$ cat config.mk
export PLATFORM = sky130hd
export DESIGN_NAME = rvFetch
export DESIGN_NICKNAME = d
export VERILOG_FILES = /design/src/hdl/rvPkg.sv /design/src/hdl/rvFetch.sv
export SDC_FILE = /design/constraint.sdc
export NUM_CORES = 1
export LEC_CHECK = 0
export ABC_AREA = 0
export BUFFER_PORTS_ARGS = -buffer_cell sky130_fd_sc_hd__buf_4
export CORE_UTILIZATION = 43
export DETAILED_ROUTE_END_ITERATION = 7
export GPL_TIMING_DRIVEN = 1
export PLACE_DENSITY = 0.89
export SLEW_MARGIN = 20
export SYNTH_ARGS = -nofsm -noshare
export SYNTH_HDL_FRONTEND = slang
export SYNTH_SLANG_ARGS = --single-unit
export TNS_END_PERCENT = 5
$ cat constraint.sdc
create_clock -name clk -period 1 [get_ports clk]
set_input_delay 0.2 -clock clk [delete_from_list [all_inputs] [get_ports clk]]
set_output_delay 0.2 -clock clk [all_outputs]
set_load 0.02 [all_outputs]
$ cat src/hdl/rvPkg.sv
package rvPkg;

    // Datapath and address width
    localparam int XLEN = 32;

    // Register index width, x0 to x31
    localparam int REG_AW = 5;

    // Data memory, word addressed by address bits 9:2
    localparam int DMEM_WORDS = 256;
    localparam int DMEM_AW = $clog2(DMEM_WORDS);

    localparam logic [XLEN-1:0] RESET_PC = '0;

    // Major opcodes
    localparam logic [6:0] OP_RTYPE  = 7'b0110011;
    localparam logic [6:0] OP_ITYPE  = 7'b0010011;
    localparam logic [6:0] OP_LOAD   = 7'b0000011;
    localparam logic [6:0] OP_STORE  = 7'b0100011;
    localparam logic [6:0] OP_BRANCH = 7'b1100011;
    localparam logic [6:0] OP_JAL    = 7'b1101111;

    // Funct3 codes of the supported ALU operations
    localparam logic [2:0] F3_ADD = 3'b000;
    localparam logic [2:0] F3_SLT = 3'b010;
    localparam logic [2:0] F3_OR  = 3'b110;
    localparam logic [2:0] F3_AND = 3'b111;

    // Instruction bit that turns add into sub for R-type
    localparam int F7_SUB_BIT = 30;

    typedef enum logic [2:0] {
        ALU_ADD,
        ALU_SUB,
        ALU_AND,
        ALU_OR,
        ALU_SLT
    } aluOpT;

    typedef enum logic [1:0] {
        WB_ALU,
        WB_MEM,
        WB_LINK
    } wbSelT;

endpackage

$ cat src/hdl/rvFetch.sv
`timescale 1ns/1ns

module rvFetch
    import rvPkg::*;
(
    input  logic            clk,
    input  logic            rstN,
    input  logic [XLEN-1:0] pcNext,
    input  logic [XLEN-1:0] entryPoint,
    input  logic            intReq,
    output logic [XLEN-1:0] pc
);

    // Interrupt wins over any branch or jump target
    always_ff @(posedge clk or negedge rstN) begin
        if (!rstN) begin
            pc <= RESET_PC;
        end else if (intReq) begin
            pc <= entryPoint;
        end else begin
            pc <= pcNext;
        end
    end

endmodule

-- Word level (Yosys, flattened, before mapping)
Cells that the tools add are included.
- add/subtract/negate cells: 0
- multipliers: 0
- div/mod/pow operators: 0
- order comparisons: 0
- equality and inequality tests: 0
- shift-type cells: 0
- multiplexer cells: 1
- bitwise logic cells: 0
- reductions and logical operators: 0
- operators by type and width (operator ; count):
    $mux 32 ; 1
- flip-flop bits (word level): 32
- latch bits: 0
- memory bits (writable): 0
- bits in read-only memories: 0
- input port bits: 67
- output and inout bits: 32
- logic and storage cells: 2
- memories: 0

-- Depth between registers and ports, before layout
- word-level depth: 1
- gate-level depth with buffers: 3
- depth with buffers taken out: 1

-- Least setup slack after synthesis
OpenSTA, ideal clock, no wires.
- path type: input port to flip-flop
- start: input port intReq
- end: register pc[0]
- setup time: 125 ps
- arrival: 742 ps
- data required time: 875 ps
- slack: 133 ps
- stages: 3
- buffers on the path: 2
- cells stage by stage: buf_6 buf_12 mux2_4
- word-level cells in the longest chain between the ends: 1
- ends and longest elaborated chain (item ; line ; source):
    from (decl) ; rvFetch.sv:10 ; input logic intReq,
    $mux 32 ; rvFetch.sv:18 ; end else if (intReq) begin
    to (signal assigned) ; rvFetch.sv:19 ; pc <= entryPoint;
    to (signal assigned) ; rvFetch.sv:21 ; pc <= pcNext;
    to (decl) ; rvFetch.sv:11 ; output logic [XLEN-1:0] pc
No other way between the ends.

-- Worst setup path after layout
- start: register pc[22]
- end: output port pc[22]
No word-level cell between the ends.

==> impl_results.md <==
- Outcome: complete, but fails checks
- Failing checks: design-rule violations, negative setup slack
- Nets: 240
- Total die area: 0.00336 mm²
- Area grow syn2layout: 69.9%
- CTS tree: yes
- Final worst setup slack: -0.0601 ns
- CTS Buf Count: 5
- Fin crit share: 106%
- Post-DP Area: 0.00210 mm²
- Power per cell area: 1310 mW/mm²
- Worst slew pin tran: 0.390 ns
- # port buffers: 98
- Worst path cell trace: buf_6
- First-pass GRT wire length: 4890 µm
- CP endpoint kind: output pin
- # setup viols final: 32
- Delay-heaviest family, CP: flip-flops
- H-tree depth: 2
- Clk buf depth: 2
- Global route overflow: 0
- First drt pass iteration count: 8
- Reg clk slew, reported paths: 0.09 ns
- Sequential-to-total area share from yosys stat: 59.5%
- CP Data Required Time: 0.80 ns
- Max Freq: 943 MHz
- Most flop-heavy register: pc
- Regs by FF count: pc x32
- Max_cap viols: 0
- Clock root buffer: clkbuf_4
- Core Util, Final: 80.1%
- Final Slew Violations: 0
- Antenna violations before repair: 0
- Routability cong.: 0.656
- Final worst path period need: 1.06 ns
- I/O pins: 99
- Unrepaired setup endpoints after global routing: yes
- Post-route DRC: 8
- Worst path bufs/invs: 1
- Leakage: 1.20 nW
- 1st-iter DRT viols: 34
- ANT cells: 0
- Largest net degree at the start of global routing: 33
- Class of the worst hold path: in2reg
- YS warnings: 0
- Via/cell ratio: 4.83
- Layout cells sized above 1: 79.9%
- Vias: 991
- Final instance area: 0.00228 mm²
- Syn_nets: 135
- Synthesized area per cell: 19.8 µm²
- Cell Count Post-Placement: 196
- WL/cell: 15.8 µm
- WP data arrival: 0.86 ns
- Core Area: 0.00285 mm²
- Rows: 19
- Post-CTS Setup Inserts: 0
- WHS: 0.105 ns
- CP max-delay cell: dfrtp_1
- Total GRT Usage: 20.4%
- CTS Sinks: 32
- Final Non-Filler Cells: 205
- Pwr Total: 2.98 mW
- Critical Path Start Type: register
- Critical setup path kind: reg2out
- Routed Antenna Nets: 0
- Vias in the first global route: 1070
- CP Max Fanout: 1
- CP peak stage delay: 0.40 ns
- Die H: 57.9 µm
- Cell Area, Synth: 0.00135 mm²
- Final Hold Vio Count: 0
- Largest register FFs: 32
- Max rail drop VDD: 0.756 mV
- Routed WL: 3240 µm
- Post-Syn Instances: 68
- Initial Utilization: 47.1%
- Yosys cell types: 5
- Slew margin rel.: 74.0%
- Flops & latches, synth: 32
- Die Wd: 57.9 µm
==> stage by stage <==
step	TNS [ns]	setup slack, ns
2_1_floorplan	0	0.133
3_3_place_gp	0	0.0530
3_5_place_dp	0	0.0203
4_1_cts	-1.38	-0.0630
5_1_grt	-2.19	-0.0891
6_report	-0.948	-0.0601
==> cells by family (layout without fill, tap and decap cells) <==
family                 count (synthesis)  count (layout)  share of synthesized area, %
flip-flops                            32              32                          59.5
multiplexers                          32              32                          35.2
buffers and inverters                  4             110                          5.30
==> worst paths after layout <==
check	from	end	slack [ns]	depth (start not counted)
worst max-delay path	pc[22]	pc[22]	-0.06	1
worst min-delay path	pcNext[20]	pc[20]	0.10	2
max in group asynchronous	rstN	pc[9]	0.35	2
min in group asynchronous	rstN	pc[30]	0.36	2
==> synthesized netlist by cell type <==
library cell	n	area share, %
mux2_2	2	1.7
buf_6	1	0.84
dfrtp_1	32	60
buf_12	3	4.5
mux2_4	30	33
==> cells in the final DEF (no fill, tap or decap) <==
cell type	instances
clkbuf_4	5
clkbuf_8	1
buf_12	2
clkbuf_1	2
mux2_2	2
buf_4	67
dlygate4sd3_1	1
mux2_4	30
buf_6	32
dfrtp_1	32
==> metal layers <==
metal  up-vias  routed length (µm)  global-route usage [%]
li1        443                   -                       -
met1       466                1000                    21.1
met2        71                1760                    36.6
met3        11                 350                    5.36
met4         0                 121                    12.9
met5         -                   0                       0
==> layout make-up <==
class                      count  area (µm²)
clock buffer                   8        58.8
sequential                    32         801
fill                         162         568
multi-input combinational     32         473
tap                           31        38.8
timing repair buffer         102         913
==> timing repair <==
| action | in CTS | in global routing |
|---|---|---|
| endpoints found under the hold margin | 32 | 0 |
| resized for setup | 32 | 0 |
| hold buffers | 1 | 0 |
| setup endpoints to repair | 32 | 32 |
==> power by group <==
part           switching, mW  internal (mW)
sequential            0.0482           1.39
combinational          0.297          0.511
clock                  0.391          0.347
total                  0.736           2.25
Note: power is estimated with default switching activity, not from simulation.
