**src/hdl/rvPkg.sv**
```systemverilog
package rvPkg;

    // Datapath and address width
    localparam int XLEN = 32;

    // Register index width, x0 to x31
    localparam int REG_AW = 5;

    // Data memory, word addressed by address bits 9:2
    localparam int DMEM_WORDS = 256;
    localparam int DMEM_AW = $clog2(DMEM_WORDS);

    localparam logic [XLEN-1:0] RESET_PC = '0;

    // Major opcodes
    localparam logic [6:0] OP_RTYPE  = 7'b0110011;
    localparam logic [6:0] OP_ITYPE  = 7'b0010011;
    localparam logic [6:0] OP_LOAD   = 7'b0000011;
    localparam logic [6:0] OP_STORE  = 7'b0100011;
    localparam logic [6:0] OP_BRANCH = 7'b1100011;
    localparam logic [6:0] OP_JAL    = 7'b1101111;

    // Funct3 codes of the supported ALU operations
    localparam logic [2:0] F3_ADD = 3'b000;
    localparam logic [2:0] F3_SLT = 3'b010;
    localparam logic [2:0] F3_OR  = 3'b110;
    localparam logic [2:0] F3_AND = 3'b111;

    // Instruction bit that turns add into sub for R-type
    localparam int F7_SUB_BIT = 30;

    typedef enum logic [2:0] {
        ALU_ADD,
        ALU_SUB,
        ALU_AND,
        ALU_OR,
        ALU_SLT
    } aluOpT;

    typedef enum logic [1:0] {
        WB_ALU,
        WB_MEM,
        WB_LINK
    } wbSelT;

endpackage

```
**src/hdl/rvCtrlIf.sv**
```systemverilog
`timescale 1ns/1ns

interface rvCtrlIf
    import rvPkg::*;
();

    aluOpT             aluOp;
    logic              aluSrcImm;
    logic              isBranch;
    logic              isJump;
    logic              memRead;
    logic              memWrite;
    logic              regWrite;
    wbSelT             wbSel;
    logic [XLEN-1:0]   imm;
    logic [REG_AW-1:0] rs1;
    logic [REG_AW-1:0] rs2;
    logic [REG_AW-1:0] rd;

    modport decode (
        output aluOp, aluSrcImm, isBranch, isJump,
        output memRead, memWrite, regWrite, wbSel,
        output imm, rs1, rs2, rd
    );

    modport execute (
        input aluOp, aluSrcImm, isBranch, isJump, imm
    );

    modport result (
        input memRead, memWrite, regWrite, wbSel, rd
    );

endinterface

```
**src/hdl/rvDecode.sv**
```systemverilog
`timescale 1ns/1ns

module rvDecode
    import rvPkg::*;
(
    input  logic [XLEN-1:0] ins,
    rvCtrlIf.decode         ctrl
);

    logic [6:0]      opcode;
    logic [2:0]      funct3;
    logic [XLEN-1:0] immI;
    logic [XLEN-1:0] immS;
    logic [XLEN-1:0] immB;
    logic [XLEN-1:0] immJ;

    function automatic aluOpT aluFromFunct3(input logic [2:0] f3, input logic subSel);
        aluOpT op;
        case (f3)
            F3_ADD:  op = subSel ? ALU_SUB : ALU_ADD;
            F3_SLT:  op = ALU_SLT;
            F3_OR:   op = ALU_OR;
            F3_AND:  op = ALU_AND;
            default: op = ALU_ADD;
        endcase
        return op;
    endfunction

    assign opcode = ins[6:0];
    assign funct3 = ins[14:12];

    assign ctrl.rs1 = ins[19:15];
    assign ctrl.rs2 = ins[24:20];
    assign ctrl.rd  = ins[11:7];

    // Sign-extended immediates, B and J carry their zero low bit
    assign immI = {{(XLEN-12){ins[31]}}, ins[31:20]};
    assign immS = {{(XLEN-12){ins[31]}}, ins[31:25], ins[11:7]};
    assign immB = {{(XLEN-13){ins[31]}}, ins[31], ins[7], ins[30:25], ins[11:8], 1'b0};
    assign immJ = {{(XLEN-21){ins[31]}}, ins[31], ins[19:12], ins[20], ins[30:21], 1'b0};

    always_comb begin
        // Unknown opcodes fall through as a harmless pc plus 4
        ctrl.aluOp     = ALU_ADD;
        ctrl.aluSrcImm = 1'b0;
        ctrl.isBranch  = 1'b0;
        ctrl.isJump    = 1'b0;
        ctrl.memRead   = 1'b0;
        ctrl.memWrite  = 1'b0;
        ctrl.regWrite  = 1'b0;
        ctrl.wbSel     = WB_ALU;
        ctrl.imm       = '0;
        case (opcode)
            OP_RTYPE: begin
                ctrl.aluOp    = aluFromFunct3(funct3, ins[F7_SUB_BIT]);
                ctrl.regWrite = 1'b1;
            end
            OP_ITYPE: begin
                ctrl.aluOp     = aluFromFunct3(funct3, 1'b0);
                ctrl.aluSrcImm = 1'b1;
                ctrl.regWrite  = 1'b1;
                ctrl.imm       = immI;
            end
            OP_LOAD: begin
                ctrl.aluSrcImm = 1'b1;
                ctrl.memRead   = 1'b1;
                ctrl.regWrite  = 1'b1;
                ctrl.wbSel     = WB_MEM;
                ctrl.imm       = immI;
            end
            OP_STORE: begin
                ctrl.aluSrcImm = 1'b1;
                ctrl.memWrite  = 1'b1;
                ctrl.imm       = immS;
            end
            OP_BRANCH: begin
                // Compare by subtraction, the zero flag decides
                ctrl.aluOp    = ALU_SUB;
                ctrl.isBranch = 1'b1;
                ctrl.imm      = immB;
            end
            OP_JAL: begin
                ctrl.isJump   = 1'b1;
                ctrl.regWrite = 1'b1;
                ctrl.wbSel    = WB_LINK;
                ctrl.imm      = immJ;
            end
            default: begin
            end
        endcase
    end

endmodule

```
**src/flat_wrapper.sv**
```systemverilog
// flat-port wrapper written by rule: the top's interface ports become plain ports
module rvDecode_flat import rvPkg::*;
  (ins, ctrl_aluOp, ctrl_aluSrcImm, ctrl_isBranch, ctrl_isJump, ctrl_memRead, ctrl_memWrite, ctrl_regWrite, ctrl_wbSel, ctrl_imm, ctrl_rs1, ctrl_rs2, ctrl_rd);
  rvCtrlIf ctrl_i ();
  input  logic [XLEN-1:0] ins;
  output wire logic [$bits(ctrl_i.aluOp)-1:0] ctrl_aluOp;
  output wire logic [$bits(ctrl_i.aluSrcImm)-1:0] ctrl_aluSrcImm;
  output wire logic [$bits(ctrl_i.isBranch)-1:0] ctrl_isBranch;
  output wire logic [$bits(ctrl_i.isJump)-1:0] ctrl_isJump;
  output wire logic [$bits(ctrl_i.memRead)-1:0] ctrl_memRead;
  output wire logic [$bits(ctrl_i.memWrite)-1:0] ctrl_memWrite;
  output wire logic [$bits(ctrl_i.regWrite)-1:0] ctrl_regWrite;
  output wire logic [$bits(ctrl_i.wbSel)-1:0] ctrl_wbSel;
  output wire logic [$bits(ctrl_i.imm)-1:0] ctrl_imm;
  output wire logic [$bits(ctrl_i.rs1)-1:0] ctrl_rs1;
  output wire logic [$bits(ctrl_i.rs2)-1:0] ctrl_rs2;
  output wire logic [$bits(ctrl_i.rd)-1:0] ctrl_rd;
  assign ctrl_aluOp = ctrl_i.aluOp;
  assign ctrl_aluSrcImm = ctrl_i.aluSrcImm;
  assign ctrl_isBranch = ctrl_i.isBranch;
  assign ctrl_isJump = ctrl_i.isJump;
  assign ctrl_memRead = ctrl_i.memRead;
  assign ctrl_memWrite = ctrl_i.memWrite;
  assign ctrl_regWrite = ctrl_i.regWrite;
  assign ctrl_wbSel = ctrl_i.wbSel;
  assign ctrl_imm = ctrl_i.imm;
  assign ctrl_rs1 = ctrl_i.rs1;
  assign ctrl_rs2 = ctrl_i.rs2;
  assign ctrl_rd = ctrl_i.rd;
  rvDecode u_core (.ins(ins), .ctrl(ctrl_i));
endmodule
```
**config.mk**
```make
export PLATFORM = sky130hd
export DESIGN_NAME = rvDecode_flat
export DESIGN_NICKNAME = d
export VERILOG_FILES = /design/src/hdl/rvPkg.sv /design/src/hdl/rvCtrlIf.sv /design/src/hdl/rvDecode.sv /design/src/flat_wrapper.sv
export SDC_FILE = /design/constraint.sdc
export NUM_CORES = 1
export LEC_CHECK = 0
export BUFFER_PORTS_ARGS = -buffer_cell sky130_fd_sc_hd__clkbuf_2
export CORE_MARGIN = 2
export CORE_UTILIZATION = 35
export DETAILED_ROUTE_END_ITERATION = 7
export PLACE_DENSITY = 0.9
export SYNTH_ARGS = -nofsm -noshare
export SYNTH_HDL_FRONTEND = slang
export SYNTH_SLANG_ARGS = --single-unit
```
**constraint.sdc**
```tcl
create_clock -name vclk -period 4.85
set_clock_uncertainty 0.1 [all_clocks]
set_input_delay 0.2425 -clock vclk [all_inputs]
set_output_delay 0.2425 -clock vclk [all_outputs]
set_load 0.02 [all_outputs]
```
# Yosys cells after proc, flatten, opt, wreduce, memory -nomap -nowiden
# Index checks and enable logic that the tools add are counted.
# word_totals
latch_bits,0
ramBits,0
wordCells,25
output_inout_bits,58
mem_count,0
reg_bits,0
input_bits,32
romBits,0
# op_classes
n_addsub,0
bitwise,0
reduce_logical,4
n_shift,0
order_cmp,0
mul,0
n_eq_ne,9
n_mux,12
div,0
# op_table
op,count
32-bit one-hot mux with 4 select lines,1
3-bit one-hot mux with 3 select lines,2
"7-bit by 6-bit == test with 1-bit output, second input constant",2
"7-bit == test, second input constant",2
3-bit one-hot mux with 4 select lines,1
"7-bit by 2-bit == test with 1-bit output, second input constant",1
"7-bit by 5-bit == test with 1-bit output, second input constant",1
1-bit two-way mux,7
"3-bit == test, second input constant",2
2-bit one-hot mux with 2 select lines,1
4-bit OR reduction,1
"3-bit by 2-bit == test with 1-bit output, second input constant",1
3-bit zero test,1
3-bit OR reduction,1
2-bit OR reduction,1

# Longest topological paths before layout
# logic_depth
ltp_word,3
ltp_mapped,6
depth_no_buf,4

# Worst setup path after synthesis
# Ideal clock, no wire load.
# synth_timing
kind,input to output
startpoint,input ins[5]
endpoint,output ctrl_imm[21]
arrival_ns,2.197
path_stages,6
n_path_buf,3
required_ns,4.508
slack_ns,2.310
path_cell_list,buf_6 and4b_2 nand2_1 buf_6 a21boi_0 buf_4
# synth_between
elab_chain_len,3
# synth_rtl
element,line,rtl
"start, declared",flat_wrapper.sv:5,input logic [XLEN-1:0] ins;
7-bit by 2-bit == test with 1-bit output or 7-bit by 5-bit == test with 1-bit output (tied branches),rvDecode.sv:53,case (opcode)
2-bit OR reduction (no line),-,
32-bit one-hot mux with 4 select lines (*),rvDecode.sv:53,
"end, declared",flat_wrapper.sv:14,output wire logic [$bits(ctrl_i.imm)-1:0] ctrl_imm;
# Every way passes the cells marked *; elsewhere a longest branch is shown, timed or not.

# Worst setup path after layout
# layout_timing
startpoint,input ins[4]
endpoint,output ctrl_imm[26]
# The elaborated chain is that of the path after synthesis.

==> results.json <==
{
  "status": "completed",
  "grt-ovfl-total": 0,
  "drive_gt1_share_pct": 67.11,
  "seq_cell_count": 0,
  "rsz0062_at_grt": "false",
  "die_h_um": 47.32,
  "avgSynthCellArea_um2": 7.381,
  "power_switching_w": 0.00003510,
  "ioPinCount": 90,
  "drtIter0Drc": 5,
  "syn_to_final_growth_pct": 38.29,
  "maxCapViolCount": 0,
  "dpl_worst_slack_ns": 2.421,
  "ys_types": 33,
  "nClkBuffers": 0,
  "endpoint_kind": "output pin",
  "worstPathArrival_ns": 2.07,
  "peakVddDrop_mv": 0.02750,
  "final_cell_mix": "clkbuf_2, a21o_1, nand2_1, a21boi_0, o2bb2ai_1",
  "criticalPathCategory": "in -> out",
  "finalSetupTns_ns": 0,
  "place_inst": 174,
  "portBuffers": 90,
  "synthCells": 89,
  "yosysWarnings": 0,
  "cts_hold_buf": 0,
  "rows": 15,
  "min_path_type": "in -> out",
  "swShare_pct": 59.76,
  "coreArea_um2": 1745,
  "yosysSeqAreaShare_pct": 0,
  "cp_data_required_time_ns": 4.51,
  "fmax_mhz": 414.4,
  "final_common_cell": "clkbuf_2",
  "grt_max_degree": 13,
  "pwr-share-comb_pct": 100.0,
  "utilization_pct": 52.04,
  "drt_pass1_iterations": 4,
  "grt_pass1_vias": 647,
  "grt_pass1_wl_um": 2766,
  "drt-total-wl_um": 2087,
  "slew-limit-headroom_pct": 34.96,
  "stdcell_count": 174,
  "die_w_um": 47.32,
  "via_count": 833,
  "tightest_slew_ns": 0.9669,
  "antennaDiodeCount": 0,
  "seq_area_um2": 0,
  "yosysTopAreaCell": "buf_4",
  "dp_hpwl_um": 1872,
  "startpoint_type": "input port",
  "seq_power_share_pct": 0,
  "synth_top_area_share_pct": 30.86,
  "post_drt_wl_per_cell_um": 11.99,
  "place_congestion": 0.7678,
  "antenna_found_initial": 0,
  "fin_nets": 183,
  "synth_area_leaders": "buf_4, a21o_1, a21boi_0, o2bb2ai_1, nand2_1",
  "syn_nets": 121,
  "start_util_pct": 37.63,
  "setup_viol": 0,
  "path_max_fanout": 12,
  "postCtsSetupRepairBufs": 0,
  "slew_violations": 0,
  "cellPowerDensity_nw_per_um2": 64.66,
  "fillers": 176,
  "drc": 0,
  "post_cts_resized": 0,
  "clockPowerShare_pct": 0,
  "dieArea_um2": 2239,
  "p_int_w": 0.00002363,
  "leakagePower_nw": 0.6168,
  "timing.final.crit_period_ns": 2.413,
  "via_per_inst": 4.787,
  "ant_nets": 0,
  "post-route-period-util_pct": 49.76,
  "setup_slack_ns": 2.437,
  "hold_violations": 0,
  "grt_usage_pct": 16.53,
  "netlist_area_um2": 656.9
}
## power groups by stage
| stage | clock network (W) | registers (W) | logic (W) |
|---|---|---|---|
| after floorplan | 0 | 0 | 0.0000416 |
| after global placement | 0 | 0 | 0.0000572 |
| after detailed placement | 0 | 0 | 0.0000590 |
| after CTS | 0 | 0 | 0.0000591 |
| after global routing | 0 | 0 | 0.0000641 |
| final | 0 | 0 | 0.0000587 |
## cell usage after synthesis (all sizes together) (2+ instances only)
cell type and instances:
a21boi 7, a21o 8, a21oi 2, and2 3, and3 3, buf 30, inv 3, nand2 7
nor2 4, o2bb2ai 4
## cells by family (layout without fill, tap and decap cells)
group                  count (synthesis)  after routing  share of synthesized area [%]
AND/OR/NAND/NOR                       28             28                          28.19
buffers and inverters                 33             93                          36.76
AO/OA/AOI/OAI                         28             28                          35.05
## worst paths after layout
kind	slack (ns)	start	cells past startpoint	endpoint
max	2.44	ins[4]	5	ctrl_imm[26]
min	0.62	ins[23]	2	ctrl_rs2[3]
## metal layers
layer / up-vias / track usage [%] / wire [µm]
met1: 368 / 18.20 / 775
met4: 0 / 1.667 / 16
li1: 419 / - / -
met3: 2 / 0.3846 / 150
met5: - / 0 / 0
met2: 44 / 34.86 / 1144
## cell type report
class              count  area, µm²  share of cell area, %
well taps             25      31.28                  3.444
inverters              3      11.26                  1.240
multi-input cells     56      415.4                  45.73
repair buffers        90      450.4                  49.59
## worst max-delay path: stages
cell	delay, ns
clkbuf_2	0.15
and4b_2	0.34
nand2_1	0.21
a21boi_0	0.82
clkbuf_2	0.31
## stage by stage
stage	area, µm²	hold slack [ns]	total power, W
3_5_place_dp	908.4	0.6180	0.00005899
3_3_place_gp	908.4	0.6161	0.00005724
6_report	908.4	0.6170	0.00005873
2_1_floorplan	656.9	0.4814	0.00004156
5_1_grt	908.4	0.6292	0.00006411
4_1_cts	908.4	0.6180	0.00005908
No activity file was read; power rests on OpenSTA's default activity.
