## config.mk

```make
export PLATFORM = sky130hd
export DESIGN_NAME = rvExecute_flat
export DESIGN_NICKNAME = d
export VERILOG_FILES = /design/src/hdl/rvPkg.sv /design/src/hdl/rvCtrlIf.sv /design/src/hdl/rvExecute.sv /design/src/flat_wrapper.sv
export SDC_FILE = /design/constraint.sdc
export NUM_CORES = 1
export LEC_CHECK = 0
export ABC_AREA = 1
export BUFFER_PORTS_ARGS = -buffer_cell sky130_fd_sc_hd__buf_2
export CORE_ASPECT_RATIO = 1.5
export CORE_MARGIN = 10
export CORE_UTILIZATION = 25
export DETAILED_ROUTE_END_ITERATION = 10
export PLACE_DENSITY = 0.45
export SLEW_MARGIN = 40
export SYNTH_ARGS = -nofsm -noshare
export SYNTH_HDL_FRONTEND = slang
export SYNTH_SLANG_ARGS = --single-unit
```

## constraint.sdc

```tcl
create_clock -name vclk -period 4
set_input_delay 0.4 -clock vclk [all_inputs]
set_output_delay 0.4 -clock vclk [all_outputs]
set_load 0.005 [all_outputs]
```

## src/hdl/rvPkg.sv

```systemverilog
package rvPkg;

    // Datapath and address width
    localparam int XLEN = 32;

    // Register index width, x0 to x31
    localparam int REG_AW = 5;

    // Data memory, word addressed by address bits 9:2
    localparam int DMEM_WORDS = 256;
    localparam int DMEM_AW = $clog2(DMEM_WORDS);

    localparam logic [XLEN-1:0] RESET_PC = '0;

    // Major opcodes
    localparam logic [6:0] OP_RTYPE  = 7'b0110011;
    localparam logic [6:0] OP_ITYPE  = 7'b0010011;
    localparam logic [6:0] OP_LOAD   = 7'b0000011;
    localparam logic [6:0] OP_STORE  = 7'b0100011;
    localparam logic [6:0] OP_BRANCH = 7'b1100011;
    localparam logic [6:0] OP_JAL    = 7'b1101111;

    // Funct3 codes of the supported ALU operations
    localparam logic [2:0] F3_ADD = 3'b000;
    localparam logic [2:0] F3_SLT = 3'b010;
    localparam logic [2:0] F3_OR  = 3'b110;
    localparam logic [2:0] F3_AND = 3'b111;

    // Instruction bit that turns add into sub for R-type
    localparam int F7_SUB_BIT = 30;

    typedef enum logic [2:0] {
        ALU_ADD,
        ALU_SUB,
        ALU_AND,
        ALU_OR,
        ALU_SLT
    } aluOpT;

    typedef enum logic [1:0] {
        WB_ALU,
        WB_MEM,
        WB_LINK
    } wbSelT;

endpackage

```

## src/hdl/rvCtrlIf.sv

```systemverilog
`timescale 1ns/1ns

interface rvCtrlIf
    import rvPkg::*;
();

    aluOpT             aluOp;
    logic              aluSrcImm;
    logic              isBranch;
    logic              isJump;
    logic              memRead;
    logic              memWrite;
    logic              regWrite;
    wbSelT             wbSel;
    logic [XLEN-1:0]   imm;
    logic [REG_AW-1:0] rs1;
    logic [REG_AW-1:0] rs2;
    logic [REG_AW-1:0] rd;

    modport decode (
        output aluOp, aluSrcImm, isBranch, isJump,
        output memRead, memWrite, regWrite, wbSel,
        output imm, rs1, rs2, rd
    );

    modport execute (
        input aluOp, aluSrcImm, isBranch, isJump, imm
    );

    modport result (
        input memRead, memWrite, regWrite, wbSel, rd
    );

endinterface

```

## src/hdl/rvExecute.sv

```systemverilog
`timescale 1ns/1ns

module rvExecute
    import rvPkg::*;
(
    rvCtrlIf.execute        ctrl,
    input  logic [XLEN-1:0] pc,
    input  logic [XLEN-1:0] rs1Data,
    input  logic [XLEN-1:0] rs2Data,
    output logic [XLEN-1:0] aluResult,
    output logic [XLEN-1:0] pcPlus4,
    output logic [XLEN-1:0] pcNext
);

    logic [XLEN-1:0] opB;
    logic [XLEN-1:0] pcTarget;
    logic            zero;
    logic            takeBranch;

    assign opB = ctrl.aluSrcImm ? ctrl.imm : rs2Data;

    always_comb begin
        case (ctrl.aluOp)
            ALU_ADD: aluResult = rs1Data + opB;
            ALU_SUB: aluResult = rs1Data - opB;
            ALU_AND: aluResult = rs1Data & opB;
            ALU_OR:  aluResult = rs1Data | opB;
            // Signed compare, result in bit 0
            ALU_SLT: aluResult = {{(XLEN-1){1'b0}}, $signed(rs1Data) < $signed(opB)};
            default: aluResult = rs1Data + opB;
        endcase
    end

    assign zero = (aluResult == '0);

    assign takeBranch = ctrl.isBranch && zero;

    // Same adder serves beq and jal targets
    assign pcTarget = pc + ctrl.imm;
    assign pcPlus4  = pc + XLEN'(4);

    assign pcNext = (ctrl.isJump || takeBranch) ? pcTarget : pcPlus4;

endmodule

```

## src/flat_wrapper.sv

```systemverilog
// flat-port wrapper written by rule: the top's interface ports become plain ports
module rvExecute_flat import rvPkg::*;
  (pc, rs1Data, rs2Data, aluResult, pcPlus4, pcNext, ctrl_aluOp, ctrl_aluSrcImm, ctrl_isBranch, ctrl_isJump, ctrl_imm);
  rvCtrlIf ctrl_i ();
  input  logic [XLEN-1:0] pc;
  input  logic [XLEN-1:0] rs1Data;
  input  logic [XLEN-1:0] rs2Data;
  output logic [XLEN-1:0] aluResult;
  output logic [XLEN-1:0] pcPlus4;
  output logic [XLEN-1:0] pcNext;
  input wire logic [$bits(ctrl_i.aluOp)-1:0] ctrl_aluOp;
  input wire logic [$bits(ctrl_i.aluSrcImm)-1:0] ctrl_aluSrcImm;
  input wire logic [$bits(ctrl_i.isBranch)-1:0] ctrl_isBranch;
  input wire logic [$bits(ctrl_i.isJump)-1:0] ctrl_isJump;
  input wire logic [$bits(ctrl_i.imm)-1:0] ctrl_imm;
  assign ctrl_i.aluOp = ctrl_aluOp;
  assign ctrl_i.aluSrcImm = ctrl_aluSrcImm;
  assign ctrl_i.isBranch = ctrl_isBranch;
  assign ctrl_i.isJump = ctrl_isJump;
  assign ctrl_i.imm = ctrl_imm;
  rvExecute u_core (.ctrl(ctrl_i), .pc(pc), .rs1Data(rs1Data), .rs2Data(rs2Data), .aluResult(aluResult), .pcPlus4(pcPlus4), .pcNext(pcNext));
endmodule
```

# Yosys cells after proc, flatten, opt, wreduce, memory -nomap -nowiden
# Cells that the tools add are included.
# classes
multipliers	0
div_mod_pow	0
n_eq_ne	4
magnitude_cmp	1
reduce_logical	3
addsub	4
n_shift	0
n_mux	3
n_bitwise	2
# op_table
cell	n
32-bit case mux with 4 select lines	1
32-bit adder	2
32-bit two-way mux	2
32-bit by 3-bit adder with 32-bit output, second input constant	1
32-bit bitwise AND	1
32-bit logical NOT	1
32-bit < comparator	1
32-bit OR	1
32-bit subtractor	1
3-bit by 2-bit equality test with 1-bit output, second input constant	2
3-bit by 1-bit equality test with 1-bit output, second input constant	1
3-bit equality test, second input constant	1
1-bit logical AND	1
1-bit logical OR	1
# totals
latchBits	0
n_memories	0
mem_bits_rw	0
regBits	0
mem_bits_ro	0
in_bits	134

# Logic depth before layout (Yosys ltp)
# Gate-level depths: netlist of run 1.
# logic_depth
ltp_word	7
mapped_depth	29
ltp_nobuf	27

# Worst setup path after synthesis of run 1
# OpenSTA, ideal clock, no wires.
# synth_timing
path_type	in2out
startpoint	in ctrl_aluSrcImm
endpoint	out pcNext[12]
stages	26
slack_ps	170
arrival_ps	3430
required_time_ps	3600
path_cell_list	clkbuf_1 clkbuf_1 nand2_1 o21ai_0 inv_1 ha_1 fa_1 inv_1 nand2_1 nand2_1 nand3_2 nand2_2 nand2_1 nand2_2 a21oi_1 or2_1 nand3_1 nand2_1 nor2_2 nand2_1 nor2_1 nand3_2 nand2_4 buf_6 nand2_1 nand2_1
# synth_via
elab_chain_cells	7
elab_cells_between_ends	11
cone_classes	add/sub: 2; order compare: 1; mux: 3; bitwise: 2; reduce/logical: 3
# synth_lines
item	line_no	source
start, declared	flat_wrapper.sv:12	input wire logic [$bits(ctrl_i.aluSrcImm)-1:0] ctrl_aluSrcImm;
32-bit two-way mux (*)	rvExecute.sv:20	assign opB = ctrl.aluSrcImm ? ctrl.imm : rs2Data;
32-bit adder (tied with other cells)	rvExecute.sv:24, rvExecute.sv:30	
32-bit case mux with 4 select lines (*)	rvExecute.sv:23	case (ctrl.aluOp)
32-bit logical NOT (*)	rvExecute.sv:34	assign zero = (aluResult == '0);
1-bit logical AND (*)	rvExecute.sv:36	assign takeBranch = ctrl.isBranch && zero;
1-bit logical OR (*)	rvExecute.sv:42	assign pcNext = (ctrl.isJump || takeBranch) ? pcTarget : pcPlus4;
32-bit two-way mux (*)	rvExecute.sv:42	
end, declared	flat_wrapper.sv:10	output logic [XLEN-1:0] pcNext;
# Every way passes the cells marked *; elsewhere a longest branch is shown, timed or not.

# Final worst setup path of run 1
# layout_timing
startpoint	in ctrl_aluSrcImm
endpoint	out pcNext[3]
# Same word-level chain as after synthesis.

==> impl_metrics.yaml, run 1 <==
layout:
  area.sequential_um2: 0
  area_delta_synth_final_pct: 67.2
  finish.net_count: 2592
  drive_above_1_share: 0.419
  nClkBuffers: 0
  nFlopsAndLatches: 0
clock_network:
  ctsHoldBuffers: 0
sta:
  final_hold_viols: 0
  worst-slew-pin-transition_ns: 0.650
  fin_ws_ns: -0.0239
  fmaxAchievable_mhz: 249
  final.period_utilization: 1.01
  drv_slew: 0
  relative_slew_slack: 0.564
  endpoints_failing_setup: 21
  holdWs_ns: 1.04
  rsz0062_at_grt: "yes"
  fin_crit_ns: 4.02
die:
  placementRows: 85
  floorplan.die.height_um: 255
  effective_utilization_at_floorplan: 0.254
  floorplan.die_area_mm2: 0.0449
  floorplan.io_pins: 230
  placeableCoreArea_mm2: 0.0361
  dieWidth_um: 176
detailed_routing:
  drt_first_pass_iters: 4
  overall_via_count_from_detail_route: 13300
  drt_wl_total_mm: 51.5
  drtAntennaViolNets: 0
  drt-vias-per-instance: 4.75
  dr.first_iter.drc_count: 532
  drc_errors: 0
  detail_route.wl_per_cell_um: 18.4
worst_setup_path:
  critPathSlowestCell: "sky130_fd_sc_hd__bufbuf_16"
  crit_path_max_fanout: 7
  timing.critical_path.to_type: "output port"
  cp-start-kind: "input pin"
  critPathArrivalTime_ns: 3.62
  critical_path_required_ns: 3.60
  worst_path_largest_cell_delay_ns: 0.27
  critical_path.most_common_cell: "sky130_fd_sc_hd__nand2_1"
  worst-setup-path-type: "in -> out"
synthesis:
  xor_xnor_fraction_of_synth_area: 0.0564
  synth_area_per_cell_um2: 5.12
  synth_cell_types: 47
  synth_top_area_cell: "sky130_fd_sc_hd__nand2_1"
  largest_cells_by_area_after_synthesis: "sky130_fd_sc_hd__nand2_1, sky130_fd_sc_hd__ha_1, sky130_fd_sc_hd__inv_1"
  synth_simple_gate_area_frac: 0.444
  netlist.area_leader.share: 0.209
  synth.top_cells.by_count: "sky130_fd_sc_hd__nand2_1, sky130_fd_sc_hd__inv_1, sky130_fd_sc_hd__nand3_1"
  post_synth_instance_area_mm2: 0.00917
  post-synth-top-count-cell: "sky130_fd_sc_hd__nand2_1"
  number_of_standard_cells_after_synthesis: 1790
  synth_fa_ha_area_frac: 0.185
  synth-warning-count: 0
  synth_seq_area_share: 0
  synth_top_family_by_area: "simple AND/OR/NAND/NOR gates"
  synth_compound_gate_area_share: 0.150
  synthMuxAreaShare: 0
  postSynthNetCount: 2058
grt:
  vias_in_the_first_global_route: 13000
  grt_use_total: 0.213
  grt_max_degree: 34
  globalRoute.totalOverflow: 0
  grt_first_pass_wirelength_mm: 74.7
  antenna_found_initial: 2
status:
  violated_checks: "negative setup slack"
  outcome: "finished with violations"
pwr:
  netSwitchingFraction: 0.556
  static-leakage-power_nw: 8.37
  seqPwrFrac: 0
  total_power_w: 0.00281
  part_of_the_total_power_dissipated_in_the_clock_network: 0
  power.density_mw_per_mm2: 183
  total_switching_power_w: 0.00156
  internal-power_w: 0.00125
  pwr-share-comb: 1.000
  power.ir.vdd_worst_mv: 0.0813
flow_run:
  max-cap-violations: 0
min_path:
  holdCritPathClass: "in -> out"
place:
  numPortBuffers: 230
  dp_hpwl_mm: 44.2
  routabilityCongestion: 0.946
[metal layers]
layer  routed length [um]  GRT usage  vias up
met3                 1550     0.0124       68
met1                20000      0.230     6215
met4                 1850     0.0520        0
met2                28200      0.433      277
met5                    0          0        -
li1                     -          -     6757
[cell type report]
| class | count | area, um2 |
|---|---|---|
| Fill cell | 4087 | 20700 |
| Antenna cell | 2 | 5.00 |
| Inverter | 332 | 1250 |
| Tap cell | 478 | 598 |
| Multi-Input combinational cell | 1409 | 9420 |
| Timing Repair Buffer | 581 | 4050 |
[cell usage in the layout (no fill, tap or decap), types with 17 or more instances in the layout]
master,count
sky130_fd_sc_hd__a21oi_1,95
sky130_fd_sc_hd__a21oi_2,32
sky130_fd_sc_hd__buf_2,228
sky130_fd_sc_hd__buf_4,328
sky130_fd_sc_hd__ha_1,80
sky130_fd_sc_hd__ha_2,18
sky130_fd_sc_hd__ha_4,33
sky130_fd_sc_hd__inv_1,299
sky130_fd_sc_hd__inv_2,30
sky130_fd_sc_hd__nand2_1,414
sky130_fd_sc_hd__nand2_2,83
sky130_fd_sc_hd__nand2_4,21
sky130_fd_sc_hd__nand3_1,154
sky130_fd_sc_hd__nand3_2,30
sky130_fd_sc_hd__nand4_1,26
sky130_fd_sc_hd__nor2_1,109
sky130_fd_sc_hd__nor2_2,51
sky130_fd_sc_hd__nor2_4,17
sky130_fd_sc_hd__nor3_1,18
sky130_fd_sc_hd__o21ai_0,31
sky130_fd_sc_hd__o21ai_1,28
sky130_fd_sc_hd__o21ai_2,24
sky130_fd_sc_hd__xnor2_1,17
sky130_fd_sc_hd__xor2_1,42
[through the flow]
stage | instances | TNS, ns | utilization | cell area, um2 | setup WS, ns
floorplan | 1790 | 0 | - | 9170 | 0.170
global placement | 2760 | -15.43 | 0.363 | 13100 | -0.489
detailed placement | 2760 | -14.27 | 0.363 | 13100 | -0.459
CTS | 2776 | -0.631 | 0.387 | 14000 | -0.0338
global route | 2802 | -5.43 | 0.425 | 15300 | -0.188
finish | 2802 | -0.244 | 0.425 | 15300 | -0.0239
[path summary, 6_finish.rpt]
| kind | depth (start not counted) | endpoint | startpoint | slack (ns) |
|---|---|---|---|---|
| setup / recovery | 28 | pcNext[3] | ctrl_aluSrcImm | -0.02 |
| hold / removal | 2 | pcPlus4[1] | pc[1] | 1.04 |
[critical path: cells and delay by family]
kind / cells / cell delay [ns]
and+or+nand+nor: 17 / 1.57
buffers and inverters: 8 / 1.14
AOI/OAI and AO/OA: 2 / 0.27
adders and majority gates: 1 / 0.24
[power by group through the flow]
stage | clock network (W) | logic (W) | registers (W)
2_1_floorplan | 0 | 0.00113 | 0
3_3_place_gp | 0 | 0.00231 | 0
3_5_place_dp | 0 | 0.00231 | 0
4_1_cts | 0 | 0.00251 | 0
5_1_grt | 0.0000000000668 | 0.00306 | 0
6_report | 0.0000000000669 | 0.00281 | 0
[timing repair]
action / CTS / global route
gates cloned: 3 / 3
setup buffers: 14 / 21
pin swaps: 26 / 121
endpoints found under the setup margin: 32 / 32
resized for setup: 200 / 305
[logic make-up after synthesis]
family | after synthesis
AO/OA/AOI/OAI | 257
XOR/XNOR | 59
adder cells (fa/ha/maj) | 134
buffers and inverters | 381
AND/OR/NAND/NOR | 959
No activity file was read; power rests on OpenSTA's default activity.
==> run 2, diff against run 1 <==
PLACE_DENSITY = 0.46   (was 0.45)
==> impl_metrics.yaml, run 2 (synthesis results as in run 1) <==
detailed_routing:
  dr.first_iter.drc_count: 578
  drc_errors: 0
  wl_met2_mm: 26.3
  wl_met3_mm: 1.70
  met1_length_mm: 19.6
  drt_wl_total_mm: 50.5
  overall_via_count_from_detail_route: 13500
  drt-vias-per-instance: 4.79
  route.top_layer_used: "met4"
  drtAntennaViolNets: 0
  detail_route.wl_per_cell_um: 18.0
  drt_first_pass_iters: 5
status:
  outcome: "finished with violations"
  violated_checks: "negative setup slack"
place:
  dp_hpwl_mm: 43.1
  routabilityCongestion: 0.964
  numPortBuffers: 230
layout:
  area.sequential_um2: 0
  most-common-layout-cells: "sky130_fd_sc_hd__nand2_1, sky130_fd_sc_hd__buf_4, sky130_fd_sc_hd__inv_1"
  area_delta_synth_final_pct: 66.1
  nFlopsAndLatches: 0
  fillers: 4010
  nClkBuffers: 0
  mostFrequentLayoutCell: "sky130_fd_sc_hd__nand2_1"
  drive_above_1_share: 0.401
  finish.net_count: 2602
  fin_util: 0.422
sta:
  fin_crit_ns: 4.05
  final.period_utilization: 1.01
  relative_slew_slack: 0.607
  rsz0062_at_grt: "yes"
  final_hold_viols: 0
  worst-slew-pin-transition_ns: 0.586
  fmaxAchievable_mhz: 247
  fin_ws_ns: -0.0540
  holdWs_ns: 1.01
  drv_slew: 0
  endpoints_failing_setup: 33
grt:
  antenna_found_initial: 1
  grt_first_pass_wirelength_mm: 75.8
  vias_in_the_first_global_route: 13600
  globalRoute.totalOverflow: 0
  grt_max_degree: 34
  grt_use_total: 0.214
pwr:
  internal-power_w: 0.00123
  total_switching_power_w: 0.00153
  power.ir.vdd_worst_mv: 0.0616
  seqPwrFrac: 0
  power.density_mw_per_mm2: 181
  netSwitchingFraction: 0.553
  static-leakage-power_nw: 8.38
  pwr-share-comb: 1.000
  part_of_the_total_power_dissipated_in_the_clock_network: 0
die:
  floorplan.die_area_mm2: 0.0449
  effective_utilization_at_floorplan: 0.254
  floorplan.die.height_um: 255
  floorplan.io_pins: 230
  dieWidth_um: 176
  placementRows: 85
  placeableCoreArea_mm2: 0.0361
worst_setup_path:
  critical_path_required_ns: 3.60
  timing.critical_path.to_type: "output port"
  cp-start-kind: "input pin"
  crit_path_max_fanout: 7
  worst-setup-path-type: "in -> out"
  critPathArrivalTime_ns: 3.65
min_path:
  holdCritPathClass: "in -> out"
clock_network:
  ctsHoldBuffers: 0
flow_run:
  max-cap-violations: 0
-- run 2: cell types whose count changed in the layout (fill, tap and decap cells not counted), moves of 5 or more --
cell	previous run	this run
sky130_fd_sc_hd__nand2_1	414	422
sky130_fd_sc_hd__nand3_1	154	161
sky130_fd_sc_hd__ha_1	80	88
sky130_fd_sc_hd__nor2_2	51	36
sky130_fd_sc_hd__nand3_2	30	24
sky130_fd_sc_hd__nor2_1	109	125
sky130_fd_sc_hd__nand2_4	21	13
sky130_fd_sc_hd__ha_2	18	13
-- run 2: through the flow --
step | power, W | worst slack [ns] | cell area (um2) | TNS, ns | std cells
2_1_floorplan | 0.00113 | 0.170 | 9170 | 0 | 1790
3_3_place_gp | 0.00231 | -0.478 | 13200 | -14.79 | 2772
3_5_place_dp | 0.00232 | -0.514 | 13200 | -15.52 | 2772
4_1_cts | 0.00257 | -0.0329 | 14300 | -0.162 | 2792
5_1_grt | 0.00302 | -0.230 | 15200 | -7.04 | 2811
6_report | 0.00276 | -0.0540 | 15200 | -0.941 | 2811
-- run 2: area by class of cell --
type               instances  area (um2)  area share
repair buffers           591        4190       0.275
multi-input cells       1409        9180       0.603
diodes                     1        2.50    0.000164
well taps                478         598      0.0393
inverters                332        1250      0.0820
-- run 2: repair_timing --
action,in CTS,in global routing
pin swaps,26,82
endpoints found under the setup margin,32,33
cloned,4,3
setup buffers,16,15
gates resized for setup,259,190
-- run 2: worst paths after layout --
check / start / endpoint / slack, ns / cells past startpoint
setup / recovery: ctrl_aluSrcImm / pcNext[9] / -0.05 / 28
hold / removal: pc[0] / pcPlus4[0] / 1.01 / 2
-- run 2: worst max-delay path: stages --
cell	delay, ns
sky130_fd_sc_hd__buf_16	0.14
sky130_fd_sc_hd__buf_12	0.14
sky130_fd_sc_hd__buf_4	0.11
sky130_fd_sc_hd__nand2_1	0.06
sky130_fd_sc_hd__o21ai_2	0.10
sky130_fd_sc_hd__buf_4	0.15
sky130_fd_sc_hd__inv_1	0.04
sky130_fd_sc_hd__ha_2	0.19
sky130_fd_sc_hd__a21oi_4	0.19
sky130_fd_sc_hd__nand2_2	0.10
sky130_fd_sc_hd__a21oi_2	0.18
sky130_fd_sc_hd__nand2_2	0.10
sky130_fd_sc_hd__buf_6	0.12
sky130_fd_sc_hd__nand2_1	0.05
sky130_fd_sc_hd__nand2_1	0.06
sky130_fd_sc_hd__nand2_2	0.10
sky130_fd_sc_hd__nand3_4	0.08
sky130_fd_sc_hd__nor2_2	0.12
sky130_fd_sc_hd__nand3_1	0.09
sky130_fd_sc_hd__nor2_1	0.13
sky130_fd_sc_hd__nand2_1	0.12
sky130_fd_sc_hd__nor2_2	0.17
sky130_fd_sc_hd__nand3_4	0.14
sky130_fd_sc_hd__nand2_8	0.15
sky130_fd_sc_hd__buf_6	0.15
sky130_fd_sc_hd__nand2_2	0.05
sky130_fd_sc_hd__nand2_2	0.09
sky130_fd_sc_hd__buf_6	0.09
-- run 2: metal layers --
metal	up-vias	global-route usage
met5	-	0
met4	0	0.102
met3	100	0.0154
met2	334	0.414
met1	6257	0.227
li1	6779	-
-- run 2: power by group through the flow --
stage | combinational, W | sequential [W] | clock (W)
2_1_floorplan | 0.00113 | 0 | 0
3_3_place_gp | 0.00231 | 0 | 0
3_5_place_dp | 0.00232 | 0 | 0
4_1_cts | 0.00257 | 0 | 0
5_1_grt | 0.00301 | 0 | 0.0000000000335
6_report | 0.00276 | 0 | 0.0000000000336
